==> config.mk <==
export PLATFORM = sky130hd
export DESIGN_NAME = window_select
export DESIGN_NICKNAME = d
export VERILOG_FILES = /design/src/tile_window_pkg.sv /design/src/window_select.sv
export SDC_FILE = /design/constraint.sdc
export NUM_CORES = 1
export LEC_CHECK = 0
export ABC_AREA = 1
export BUFFER_PORTS_ARGS = -buffer_cell sky130_fd_sc_hd__buf_4
export CAP_MARGIN = 20
export CORE_AREA = 2 2 148 150
export CTS_BUF_LIST = sky130_fd_sc_hd__clkbuf_16
export DETAILED_ROUTE_END_ITERATION = 10
export DIE_AREA = 0 0 150 152
export HOLD_SLACK_MARGIN = 0.1
export PLACE_DENSITY = 0.68
export REMOVE_ABC_BUFFERS = 1
export SLEW_MARGIN = 5
export SYNTH_ARGS = -nofsm -noshare
export SYNTH_HDL_FRONTEND = slang
export SYNTH_SLANG_ARGS = --single-unit
==> constraint.sdc <==
create_clock -name clk -period 3.6 [get_ports clk]
set_input_delay 0.54 -clock clk [delete_from_list [all_inputs] [get_ports clk]]
set_output_delay 0.54 -clock clk [all_outputs]
set_load 0.005 [all_outputs]
==> src/tile_window_pkg.sv <==
package tile_window_pkg;

        // Pixel format.
        localparam int PIXEL_W = 8;
        typedef logic [PIXEL_W-1:0] pixel_t;

        // Tile geometry.
        localparam int TILE_W      = 4;
        localparam int TILE_PIXELS = TILE_W * TILE_W;
        localparam int TILE_COUNT  = 4;

        // A window needs its lower-right neighbour, which lies TILE_W + 1 pixels
        // ahead of the centre, so the read phase trails the write phase by one more.
        localparam int WINDOW_LAG = TILE_W + 2;
        localparam int SLOT_LEN   = TILE_PIXELS + WINDOW_LAG;
        localparam int FRAME_LEN  = SLOT_LEN * TILE_COUNT;

        // Derived widths.
        localparam int ADDR_W     = $clog2(TILE_PIXELS);
        localparam int TILE_IDX_W = $clog2(TILE_COUNT);
        localparam int CNT_W      = $clog2(FRAME_LEN + 1);

        // Sequencer states.
        typedef enum logic [1:0] {
                SEQ_IDLE,
                SEQ_RUN,
                SEQ_DONE
        } seq_state_t;

endpackage

==> src/window_select.sv <==
`timescale 1ns/1ps

module window_select import tile_window_pkg::*;
(
        input  logic                  clk,
        input  logic                  rst_n,
        input  logic                  rd_req,
        input  logic [TILE_IDX_W-1:0] rd_tile,
        input  pixel_t                tile_win [TILE_COUNT][9],
        output pixel_t                pixelr1,
        output pixel_t                pixelr2,
        output pixel_t                pixelr3,
        output pixel_t                pixelr4,
        output pixel_t                pixelr5,
        output pixel_t                pixelr6,
        output pixel_t                pixelr7,
        output pixel_t                pixelr8,
        output pixel_t                pixelr9,
        output logic                  win_valid
);

        logic                  req_q;
        logic [TILE_IDX_W-1:0] tile_q;
        pixel_t                out_q [9];

        // The tile store answers one cycle after the request.
        always_ff @(posedge clk or negedge rst_n)
        begin
                if (!rst_n)
                begin
                        req_q     <= 1'b0;
                        tile_q    <= '0;
                        win_valid <= 1'b0;
                        out_q     <= '{default: '0};
                end
                else
                begin
                        req_q     <= rd_req;
                        tile_q    <= rd_tile;
                        win_valid <= req_q;
                        if (req_q)
                        begin
                                out_q <= tile_win[tile_q];
                        end
                end
        end

        assign pixelr1 = out_q[0];
        assign pixelr2 = out_q[1];
        assign pixelr3 = out_q[2];
        assign pixelr4 = out_q[3];
        assign pixelr5 = out_q[4];
        assign pixelr6 = out_q[5];
        assign pixelr7 = out_q[6];
        assign pixelr8 = out_q[7];
        assign pixelr9 = out_q[8];

endmodule

==> impl_metrics.csv <==
group,metric,value,unit
outcome,run_status,"finished clean",
timing,fmax,0.4479,GHz
cts,cts_buffer_depth,2,
global_route,grt_max_degree,99,
power_and_ir_drop,ir_drop,0.1675,mV
floorplanning,die_w,150,um
finish,area_growth_syn_to_layout,50.81,%
worst_setup_path,critPathMostFrequentCell,"nand2_1",
cts,cts-resized-gates,0,
drt,via_per_inst,4.226,
yosys,yosys-top-cells-count,"nand2_1 (576), inv_1 (288), nand3_1 (144)",
yosys,yosysSeqAreaShare,0.3057,
floorplanning,initial_core_util,0.2914,
timing,setup-violations-final,0,
worst_setup_path,r2r_setup_slack,1370,ps
yosys,synth_edf_count,0,
placed_design,place_congestion,0.7850,
drt,dr.first_iter.drc_count,307,
timing,maxSlewViolCount,0,
timing,fin_tns_setup,0,ps
cts,cts_sinks,76,
placed_design,dp_hpwl,15300,um
timing,worst_pin_slew,988.6,ps
job,cap_violations,0,
power_and_ir_drop,power_per_cell_area,302.5,mW/mm2
timing,max_slew_margin,0.3409,
yosys,synth_most_common_cell,"nand2_1",
finish,stdcell_count,1756,
worst_setup_path,path_class,"reg2reg",
global_route,grt_overflow,0,
power_and_ir_drop,p_leak,6.295,nW
cts,cts_hold_buffers,0,
worst_setup_path,crit_path_cell_trace,"inv_4, buf_12, nand2_1, nand3_1, nand2_1, nand2_1, nand2_1",
timing,postLayoutSetupSlackWorst,1367,ps
drt,vias,7421,
worst_setup_path,cpMaxStageDelayCell,"dfrtp_4",
timing,worst_clock_skew,8.567,ps
drt,ant_nets,0,
drt,finalWirelength,20790,um
yosys,yosysWarningCount,0,
global_route,grt_usage,0.1789,
worst_setup_path,critPathMaxFanout,75,
cts,clk_pin_slew,60,ps
hold_path,min_path_type,"in2async",
floorplanning,core_region_area,0.02135,mm2
power_and_ir_drop,finalPower,2.839,mW
cts,htreeDepth,3,
worst_setup_path,arrival,2450,ps
placed_design,port_buffers,365,
floorplanning,die_y,152,um
cts,cts_root_buf,"clkbuf_16",
worst_setup_path,r2r_end,"pixelr3[3]",
timing,fin_crit_sh,0.6202,
floorplanning,die-area,0.02280,mm2
timing,rsz0062_at_grt,"false",
floorplanning,ios,366,
yosys,syn_avg_cell_area,5.420,um2
placed_design,dp.cells,1739,
worst_setup_path,start_kind,"flop",
floorplanning,num_rows,54,
cts,numCtsBuffers,9,
finish,antenna_cells,0,
drt,wl_per_cell,11.84,um
worst_setup_path,cpLargestDelayFamily,"buffers and inverters",
drt,drt_pre_antenna_iters,6,
worst_setup_path,r2r.worst_path.cells,7,
finish,final.fill_count,2300,
global_route,antenna_found_initial,0,
yosys,synth_cell_type_count,11,
yosys,netlist.area_leader.share,0.3475,
timing,period_minus_slack,2233,ps
yosys,syn_inst,1148,
drt,drcViolationCount,0,
yosys,synth.ff_latch_count,76,
worst_setup_path,cp-end-kind,"flop",
cts,post_cts_buffers,0,
global_route,grt_pass1_wl,33270,um
finish,drive_gt1_frac,0.2656,
global_route,grt_pass1_vias,7012,
timing,hold_violations,0,
worst_setup_path,cp_slowest_stage_delay,680,ps
worst_setup_path,critPathBufInv,2,
finish,num-nets-final,1764,
yosys,synthTopCellsByArea,"nand2_1 (35%), dfrtp_1 (31%), inv_1 (17%), nand3_1 (12%), buf_2 (2.0%)",
yosys,synth-main-ff-cell,"dfrtp_1",
yosys,synthArstFlopShare,1.000,
cts,cts_tree,"done",
placed_design,dpl_worst_slack,1383,ps
yosys,syn_area,0.006222,mm2
worst_setup_path,critPathRequiredTime,3810,ps
cts,insertion_delay,330,ps
worst_setup_path,r2r-start,"tile_q[0]",
yosys,yosys.area.top_type,"nand2_1",
report_power, final:
group          switching, mW  total [mW]  internal [mW]
clock network          0.347       0.947          0.599
registers             0.0654        1.02          0.953
logic                  0.408       0.874          0.466
flip-flops by register name, indices dropped and copies added (netlist names):
| register | cells |
|---|---|
| pixelr1 | 8 |
| pixelr2 | 8 |
| pixelr3 | 8 |
| pixelr4 | 8 |
| pixelr5 | 8 |
| pixelr6 | 8 |
| pixelr7 | 8 |
| pixelr8 | 8 |
| pixelr9 | 8 |
| req_q | 1 |
| tile_q | 2 |
| win_valid | 1 |
cell type report:
cell class | count | area, um2 | share of cell area
clock inverters | 7 | 85.08 | 0.009067
well taps | 280 | 350.3 | 0.03733
flip-flops and latches | 76 | 1908 | 0.2033
clock buffers | 9 | 225.2 | 0.02400
inverters | 291 | 1095 | 0.1167
multi-input cells | 720 | 2883 | 0.3072
repair buffers | 373 | 2838 | 0.3024
layout by cell type (no fill, tap or decap):
cell and instances:
dfrtp_1 73, nand3_1 144, nand2_1 576, buf_12 3, clkinv_4 1, clkinv_2 1
inv_1 291, clkbuf_16 9, bufinv_16 2, buf_4 370, inv_2 2, dfrtp_2 2
dfrtp_4 1, inv_4 1
stage by stage:
step | utilization | hold WS, ps | instance area (um2)
finish | 0.4395 | 179.1 | 9384
global route | 0.4395 | 205.2 | 9384
CTS | 0.4386 | 291.5 | 9364
detailed placement | 0.4241 | 466.1 | 9054
global placement | 0.4231 | 463.8 | 9034
floorplan | - | 244.4 | 5879
per-layer routing:
layer  track usage  share of wire  vias to the layer above
met3       0.03604          0.070                       40
met1        0.2096           0.41                     3235
met5             0              0                        -
met4       0.07457          0.031                        0
met2        0.3151           0.49                      249
li1              -              -                     3897
kinds of logic (layout without fill, tap and decap cells):
logic type             count (synthesis)  after routing  share of synthesized area
buffers and inverters                352            680                     0.2311
DFF                                   76             76                     0.3056
and+or+nand+nor                      720            720                     0.4633
worst register-to-register path: cells and delay by family (launching register included):
kind / cells / cell delay (ps)
buffers and inverters: 2 / 1010
flip-flops: 1 / 680
AND/OR/NAND/NOR: 5 / 430
how the worst max path moves through the flow:
| stage | slack, ps | end | depth (start not counted) | start |
|---|---|---|---|---|
| after floorplan | -560 | pixelr1[5] | 6 | tile_q[0] |
| after global placement | 1400 | pixelr3[2] | 6 | tile_q[0] |
| after detailed placement | 1380 | pixelr3[2] | 6 | tile_q[0] |
| after CTS | 1360 | pixelr3[2] | 6 | tile_q[0] |
| after global routing | 1160 | pixelr8[0] | 6 | tile_q[0] |
| final | 1370 | pixelr3[3] | 7 | tile_q[0] |
No activity file was read; power rests on OpenSTA's default activity.
