===== config.mk =====
export PLATFORM = sky130hd
export DESIGN_NAME = tile_sequencer
export DESIGN_NICKNAME = d
export VERILOG_FILES = /design/src/tile_window_pkg.sv /design/src/tile_sequencer.sv
export SDC_FILE = /design/constraint.sdc
export NUM_CORES = 1
export LEC_CHECK = 0
export ABC_CLOCK_PERIOD_IN_PS = 2450
export BUFFER_PORTS_ARGS = -buffer_cell sky130_fd_sc_hd__buf_2
export CORE_UTILIZATION = 49
export CTS_CLUSTER_SIZE = 40
export DETAILED_ROUTE_END_ITERATION = 16
export HOLD_SLACK_MARGIN = 0.15
export PLACE_DENSITY = 0.81
export SETUP_SLACK_MARGIN = 0.2
export SLEW_MARGIN = 20
export SYNTH_ARGS = -nofsm -noshare
export SYNTH_HDL_FRONTEND = slang
export SYNTH_SLANG_ARGS = --single-unit

===== constraint.sdc =====
create_clock -name clk -period 2.45 [get_ports clk]
set_clock_uncertainty 0.15 [all_clocks]
set_input_delay 0.245 -clock clk [delete_from_list [all_inputs] [get_ports clk]]
set_output_delay 0.245 -clock clk [all_outputs]
set_load 0.05 [all_outputs]

===== src/tile_window_pkg.sv =====
package tile_window_pkg;

        // Pixel format.
        localparam int PIXEL_W = 8;
        typedef logic [PIXEL_W-1:0] pixel_t;

        // Tile geometry.
        localparam int TILE_W      = 4;
        localparam int TILE_PIXELS = TILE_W * TILE_W;
        localparam int TILE_COUNT  = 4;

        // A window needs its lower-right neighbour, which lies TILE_W + 1 pixels
        // ahead of the centre, so the read phase trails the write phase by one more.
        localparam int WINDOW_LAG = TILE_W + 2;
        localparam int SLOT_LEN   = TILE_PIXELS + WINDOW_LAG;
        localparam int FRAME_LEN  = SLOT_LEN * TILE_COUNT;

        // Derived widths.
        localparam int ADDR_W     = $clog2(TILE_PIXELS);
        localparam int TILE_IDX_W = $clog2(TILE_COUNT);
        localparam int CNT_W      = $clog2(FRAME_LEN + 1);

        // Sequencer states.
        typedef enum logic [1:0] {
                SEQ_IDLE,
                SEQ_RUN,
                SEQ_DONE
        } seq_state_t;

endpackage


===== src/tile_sequencer.sv =====
`timescale 1ns/1ps

module tile_sequencer import tile_window_pkg::*;
(
        input  logic                  clk,
        input  logic                  rst_n,
        input  logic                  rd,
        output logic [TILE_COUNT-1:0] wr_sel,
        output logic [ADDR_W-1:0]     wr_addr,
        output logic [TILE_COUNT-1:0] rd_sel,
        output logic [ADDR_W-1:0]     rd_centre,
        output logic [TILE_IDX_W-1:0] rd_tile,
        output logic                  rd_req,
        output logic                  done
);

        seq_state_t            state;
        logic [CNT_W-1:0]      cnt;
        logic                  active;
        logic [TILE_IDX_W-1:0] slot;
        logic [CNT_W-1:0]      phase;
        logic [TILE_COUNT-1:0] slot_hot;

        // A cycle counts only while rd is high and the frame is not finished.
        assign active = rd && (state != SEQ_DONE);
        assign done   = (state == SEQ_DONE);

        always_ff @(posedge clk or negedge rst_n)
        begin
                if (!rst_n)
                begin
                        state <= SEQ_IDLE;
                        cnt   <= '0;
                end
                else if (active)
                begin
                        cnt <= cnt + 1'b1;
                        if (cnt == CNT_W'(FRAME_LEN - 1))
                        begin
                                state <= SEQ_DONE;
                        end
                        else
                        begin
                                state <= SEQ_RUN;
                        end
                end
        end

        // Split the frame counter into slot and phase by comparing against
        // the slot boundaries.
        always_comb
        begin
                slot  = '0;
                phase = cnt;
                for (int k = 1; k < TILE_COUNT; k++)
                begin
                        if (cnt >= CNT_W'(k * SLOT_LEN))
                        begin
                                slot  = TILE_IDX_W'(k);
                                phase = cnt - CNT_W'(k * SLOT_LEN);
                        end
                end
        end

        assign slot_hot = {{(TILE_COUNT-1){1'b0}}, 1'b1} << slot;

        // Write phase covers the first TILE_PIXELS cycles of the slot.
        assign wr_sel  = (active && (phase < CNT_W'(TILE_PIXELS))) ? slot_hot : '0;
        assign wr_addr = ADDR_W'(phase);

        // Window requests start WINDOW_LAG cycles into the slot.
        assign rd_req    = active && (phase >= CNT_W'(WINDOW_LAG));
        assign rd_sel    = rd_req ? slot_hot : '0;
        assign rd_centre = ADDR_W'(phase - CNT_W'(WINDOW_LAG));
        assign rd_tile   = slot;

endmodule


==> impl_metrics.env, run 1 <==
export IMPL_status="did not finish"
export IMPL_lastStage="global routing"
export IMPL_error="[ERROR DPL-0038] Utilization greater than 100%, impossible to legalize"
export IMPL_crit_endpoint="rd_sel[2]"
export IMPL_ys_seq_area_share_pct=21.0
export IMPL_ys_ff_latch=9
export IMPL_cts_made_buffers=3
export IMPL_place_area_sq_um=1620
export IMPL_initial_core_util_pct=53.7
export IMPL_rows=16
export IMPL_yosysTopAreaCellShare_pct=21.0
export IMPL_postSynthAreaPerCell_sq_um=8.88
export IMPL_synth_main_ff_cell="dfrtp_1"
export IMPL_ioPinCount=23
export IMPL_worstEndpointType="primary output"
export IMPL_async_flop_share_pct=100
export IMPL_synth_edf_count=0
export IMPL_synth_area_leader_cell="dfrtp_1"
export IMPL_ys_types=46
export IMPL_die_x_um=48.8
export IMPL_grt_max_degree=11
export IMPL_syn_inst=121
export IMPL_yosys_warnings=0
export IMPL_cts_root_buf="clkbuf_4"
export IMPL_syn_nets=133
export IMPL_cts_buffer_depth=2
export IMPL_dpl_hpwl_mm=2.76
export IMPL_synth_area_leaders="dfrtp_1 (21%), ha_1 (10%), a21oi_1 (6.5%)"
export IMPL_synth_commonest_cells="a21oi_1 (14), dfrtp_1 (9), ha_1 (9), nand2_1 (9)"
export IMPL_port_buffers=22
export IMPL_syn_cell_area_sq_um=1070
export IMPL_die_h_um=48.8
export IMPL_yosysMostFrequentCell="a21oi_1"
export IMPL_htreeDepth=1
export IMPL_gp_congestion=0.905
export IMPL_cts_num_sinks=9
==> through the flow <==
| stage | setup WS (ns) | setup TNS (ns) | utilization [%] | hold slack (ns) | cells |
|---|---|---|---|---|---|
| after floorplan | -0.676 | -5.17 | - | -0.201 | 121 |
| after global placement | -0.424 | -3.57 | 80.7 | -0.0471 | 200 |
| after detailed placement | -0.522 | -4.69 | 80.7 | -0.0400 | 200 |
| after CTS | -0.620 | -6.31 | 96.3 | 0.202 | 213 |
==> cells by family after synthesis <==
kind of cell,after synthesis,share of synthesized area [%]
XOR/XNOR,10,9.55
AO/OA/AOI/OAI,32,23.9
adder cells (fa/ha/maj),9,10.5
AND/OR/NAND/NOR,44,25.1
multiplexers,1,0.931
flip-flops,9,21.0
buffers and inverters,16,9.08
==> repair_timing <==
item	4_1_cts
resized for setup	51
pin swaps	7
endpoints found under the hold margin	9
setup endpoints to repair	16
setup buffers	8
hold buffers	1
==> run 2, diff against run 1 <==
ABC_CLOCK_PERIOD_IN_PS = 3200   (was 2450)
CORE_AREA = 2 2 63 65   (was default)
CORE_UTILIZATION = default   (was 49)
CTS_CLUSTER_SIZE = default   (was 40)
DIE_AREA = 0 0 65 67   (was default)
HOLD_SLACK_MARGIN = default   (was 0.15)
PLACE_DENSITY = default   (was 0.81)
PLACE_DENSITY_LB_ADDON = 0.15   (was default)
SETUP_SLACK_MARGIN = default   (was 0.2)
clock period = 3.2 ns   (was 2.45 ns; I/O delays follow)
==> run 2 against run 1 <==
  * The flow now finishes, with violations (negative setup slack)
  * Area after synthesis unchanged
  * Synthesized cell count unchanged
==> impl_metrics.env, run 2 <==
export IMPL_pre_cts_slack_ns=0.0968
export IMPL_drc=0
export IMPL_rsz0062_at_grt="yes"
export IMPL_async_flop_share_pct=100
export IMPL_syn_inst=121
export IMPL_synth_edf_count=0
export IMPL_coreArea_sq_um=3610
export IMPL_cts_root_buf="clkbuf_8"
export IMPL_tightest_slew_ns=0.657
export IMPL_slowest_stage="dfrtp_2"
export IMPL_layout_common_cells="buf_2 (16), buf_4 (12), nand2_1 (8)"
export IMPL_max_cap_violations=0
export IMPL_r2r_setup_slack_ns=1.43
export IMPL_use_met1_pct=21.5
export IMPL_ioPinCount=23
export IMPL_cts_num_sinks=9
export IMPL_synth_commonest_cells="a21oi_1 (14), dfrtp_1 (9), ha_1 (9), nand2_1 (9)"
export IMPL_grt_busiest_layer="met2"
export IMPL_violations="negative setup slack"
export IMPL_fp_dieArea_sq_um=4360
export IMPL_antenna_found_initial=0
export IMPL_areaGrowthSynthToFinish_pct=48.1
export IMPL_worst_setup_path_end_kind="output port"
export IMPL_synth_main_ff_cell="dfrtp_1"
export IMPL_hold_slack_ns=0.322
export IMPL_fin_crit_ns=3.21
export IMPL_max_freq_ghz=0.311
export IMPL_port_buffers=22
export IMPL_max_vdd_ir_drop_mv=0.132
export IMPL_power_switching_uw=43.3
export IMPL_dr_pass1_iters=4
export IMPL_worstRegToRegCells=5
export IMPL_power_density_nw_per_um2=154
export IMPL_leakagePower_uw=0.000634
export IMPL_grt_pass1_wl_mm=5.13
export IMPL_p_clk_share_pct=51.8
export IMPL_drive_gt1_share_pct=52.6
export IMPL_period_share_pct=100
export IMPL_drt_vias_per_instance=4.86
export IMPL_crit_chain="ha_4 > or2_4 > a211oi_4 > buf_4 > nor2_1 > o221a_2 > a21oi_4 > ha_4 > nand2b_4 > a21oi_4 > buf_12 > a21oi_4 > buf_6"
export IMPL_grt_max_degree=11
export IMPL_cp_num_buf_inv=3
export IMPL_die_h_um=67
export IMPL_cts_tree="done"
export IMPL_placed_cells=192
export IMPL_switching_share_pct=17.6
export IMPL_final_common_cell="buf_2"
export IMPL_worstSetupPathType="register to output port"
export IMPL_wirelength_mm=2.90
export IMPL_syn_cell_area_sq_um=1070
export IMPL_stdcell_count=202
export IMPL_gp_congestion=0.877
export IMPL_required_ns=2.73
export IMPL_met2_usage_pct=25.4
export IMPL_totalPowerFinal_uw=246
export IMPL_clk_pin_slew_worst_paths_ns=0.04
export IMPL_critPathMaxStageDelay_ns=0.45
export IMPL_status="complete, but fails checks"
export IMPL_synth_area_leaders="dfrtp_1 (21%), ha_1 (10%), a21oi_1 (6.5%)"
export IMPL_drt_iter0_drc=25
export IMPL_crit_top_cell="a21oi_4"
export IMPL_postSynthAreaPerCell_sq_um=8.88
export IMPL_top_register="cnt"
export IMPL_cpLargestDelayFamily="compound AO/OA/AOI/OAI gates"
export IMPL_cts_made_buffers=3
export IMPL_largest_registers="cnt: 7 flops, state: 2 flops"
export IMPL_p_int_uw=202
export IMPL_ys_ff_latch=9
export IMPL_ys_types=46
export IMPL_yosysTopAreaCellShare_pct=21.0
export IMPL_holdCritPathClass="input port to asynchronous set/reset pin"
export IMPL_critPathArrivalTime_ns=2.74
export IMPL_ys_seq_area_share_pct=21.0
export IMPL_die_x_um=65
export IMPL_start_kind="register"
export IMPL_n_antenna_cell=0
export IMPL_via_count=981
export IMPL_slew_viol_final=0
export IMPL_initial_core_util_pct=29.8
export IMPL_ant_nets=0
export IMPL_hold_viol=0
export IMPL_grt_ovfl_total=0
export IMPL_dpl_hpwl_mm=2.24
export IMPL_layout_setup_ws_ns=-0.0113
export IMPL_syn_nets=133
export IMPL_grt_util_met3_pct=2.53
export IMPL_totalNegativeSetupSlack_ns=-0.0297
export IMPL_wl_per_cell_um=14.4
export IMPL_reg2reg_from="state[0]$_DFFE_PN0P_"
export IMPL_nets=167
export IMPL_yosysMostFrequentCell="a21oi_1"
export IMPL_seqPwrFrac_pct=46.5
export IMPL_largest_register_ffs=7
export IMPL_combinationalPowerShare_pct=1.7
export IMPL_synth_area_leader_cell="dfrtp_1"
export IMPL_r2r_end="state[0]$_DFFE_PN0P_"
export IMPL_worstPathMaxFanout=5
export IMPL_setup_viol=5
export IMPL_cts_buffer_depth=2
export IMPL_maxSlewHeadroom_pct=56.0
export IMPL_htreeDepth=1
export IMPL_grtUsageTotal_pct=15.4
export IMPL_yosys_warnings=0
export IMPL_clk_latency_ns=0.23
export IMPL_grt_pass1_vias=1015
export IMPL_rows=22
-- run 2: cell counts after synthesis --
No cell type changed its count.
-- run 2: metrics by stage --
step | area (sq um) | utilization, %
4_1_cts | 1530 | 42.5
3_5_place_dp | 1390 | 38.5
5_1_grt | 1590 | 44.1
2_1_floorplan | 1220 | -
3_3_place_gp | 1390 | 38.5
6_report | 1590 | 44.1
-- run 2: logic make-up after synthesis --
group / after synthesis / synth area share, %
AOI/OAI and AO/OA: 32 / 23.9
xor gates and xnor gates: 10 / 9.55
adders and majority gates: 9 / 10.5
buffers and inverters: 16 / 9.08
DFF: 9 / 21.0
muxes: 1 / 0.931
and+or+nand+nor: 44 / 25.1
-- run 2: how the worst max path moves through the flow --
stage | slack (ns) | endpoint | start | depth (start not counted)
floorplan | -0.04 | rd_req | cnt[1]$_DFFE_PN0P_ | 10
global placement | 0.14 | rd_req | cnt[1]$_DFFE_PN0P_ | 11
detailed placement | 0.1 | rd_req | cnt[1]$_DFFE_PN0P_ | 11
CTS | 0.03 | rd_req | cnt[1]$_DFFE_PN0P_ | 13
global route | -0.13 | rd_sel[0] | cnt[2]$_DFFE_PN0P_ | 13
finish | -0.01 | rd_req | cnt[1]$_DFFE_PN0P_ | 13
-- run 2: what timing repair did --
action                                 in CTS  in global routing
hold buffers                                1                  0
endpoints found under the hold margin       9                  0
gates cloned                                0                  0
gates resized for setup                    15                  7
pin swaps                                   1                  2
buffers inserted                            3                  3
setup endpoints to repair                   5                  9
-- run 2: area by class of cell --
| class | instances | area (sq um) |
|---|---|---|
| Clock buffer | 4 | 45.0 |
| Fill cell | 366 | 2010 |
| Inverter | 9 | 36.3 |
| Multi-Input combinational cell | 96 | 958 |
| Sequential cell | 9 | 228 |
| Tap cell | 48 | 60.1 |
| Timing Repair Buffer | 36 | 264 |
-- run 2: per-layer routing --
layer	wire length, um	up-vias
li1	-	485
met1	1390	480
met2	1410	14
met3	91	2
met4	14	0
met5	0	-
-- run 2: power by group through the flow --
stage,sequential [uW],clock (uW),combinational (uW)
6_report,114,127,4.16
5_1_grt,114,143,4.94
4_1_cts,114,133,4.38
3_5_place_dp,116,0,3.46
3_3_place_gp,116,0,3.42
2_1_floorplan,116,0,0.0233
(Power assumes the default switching activity.)
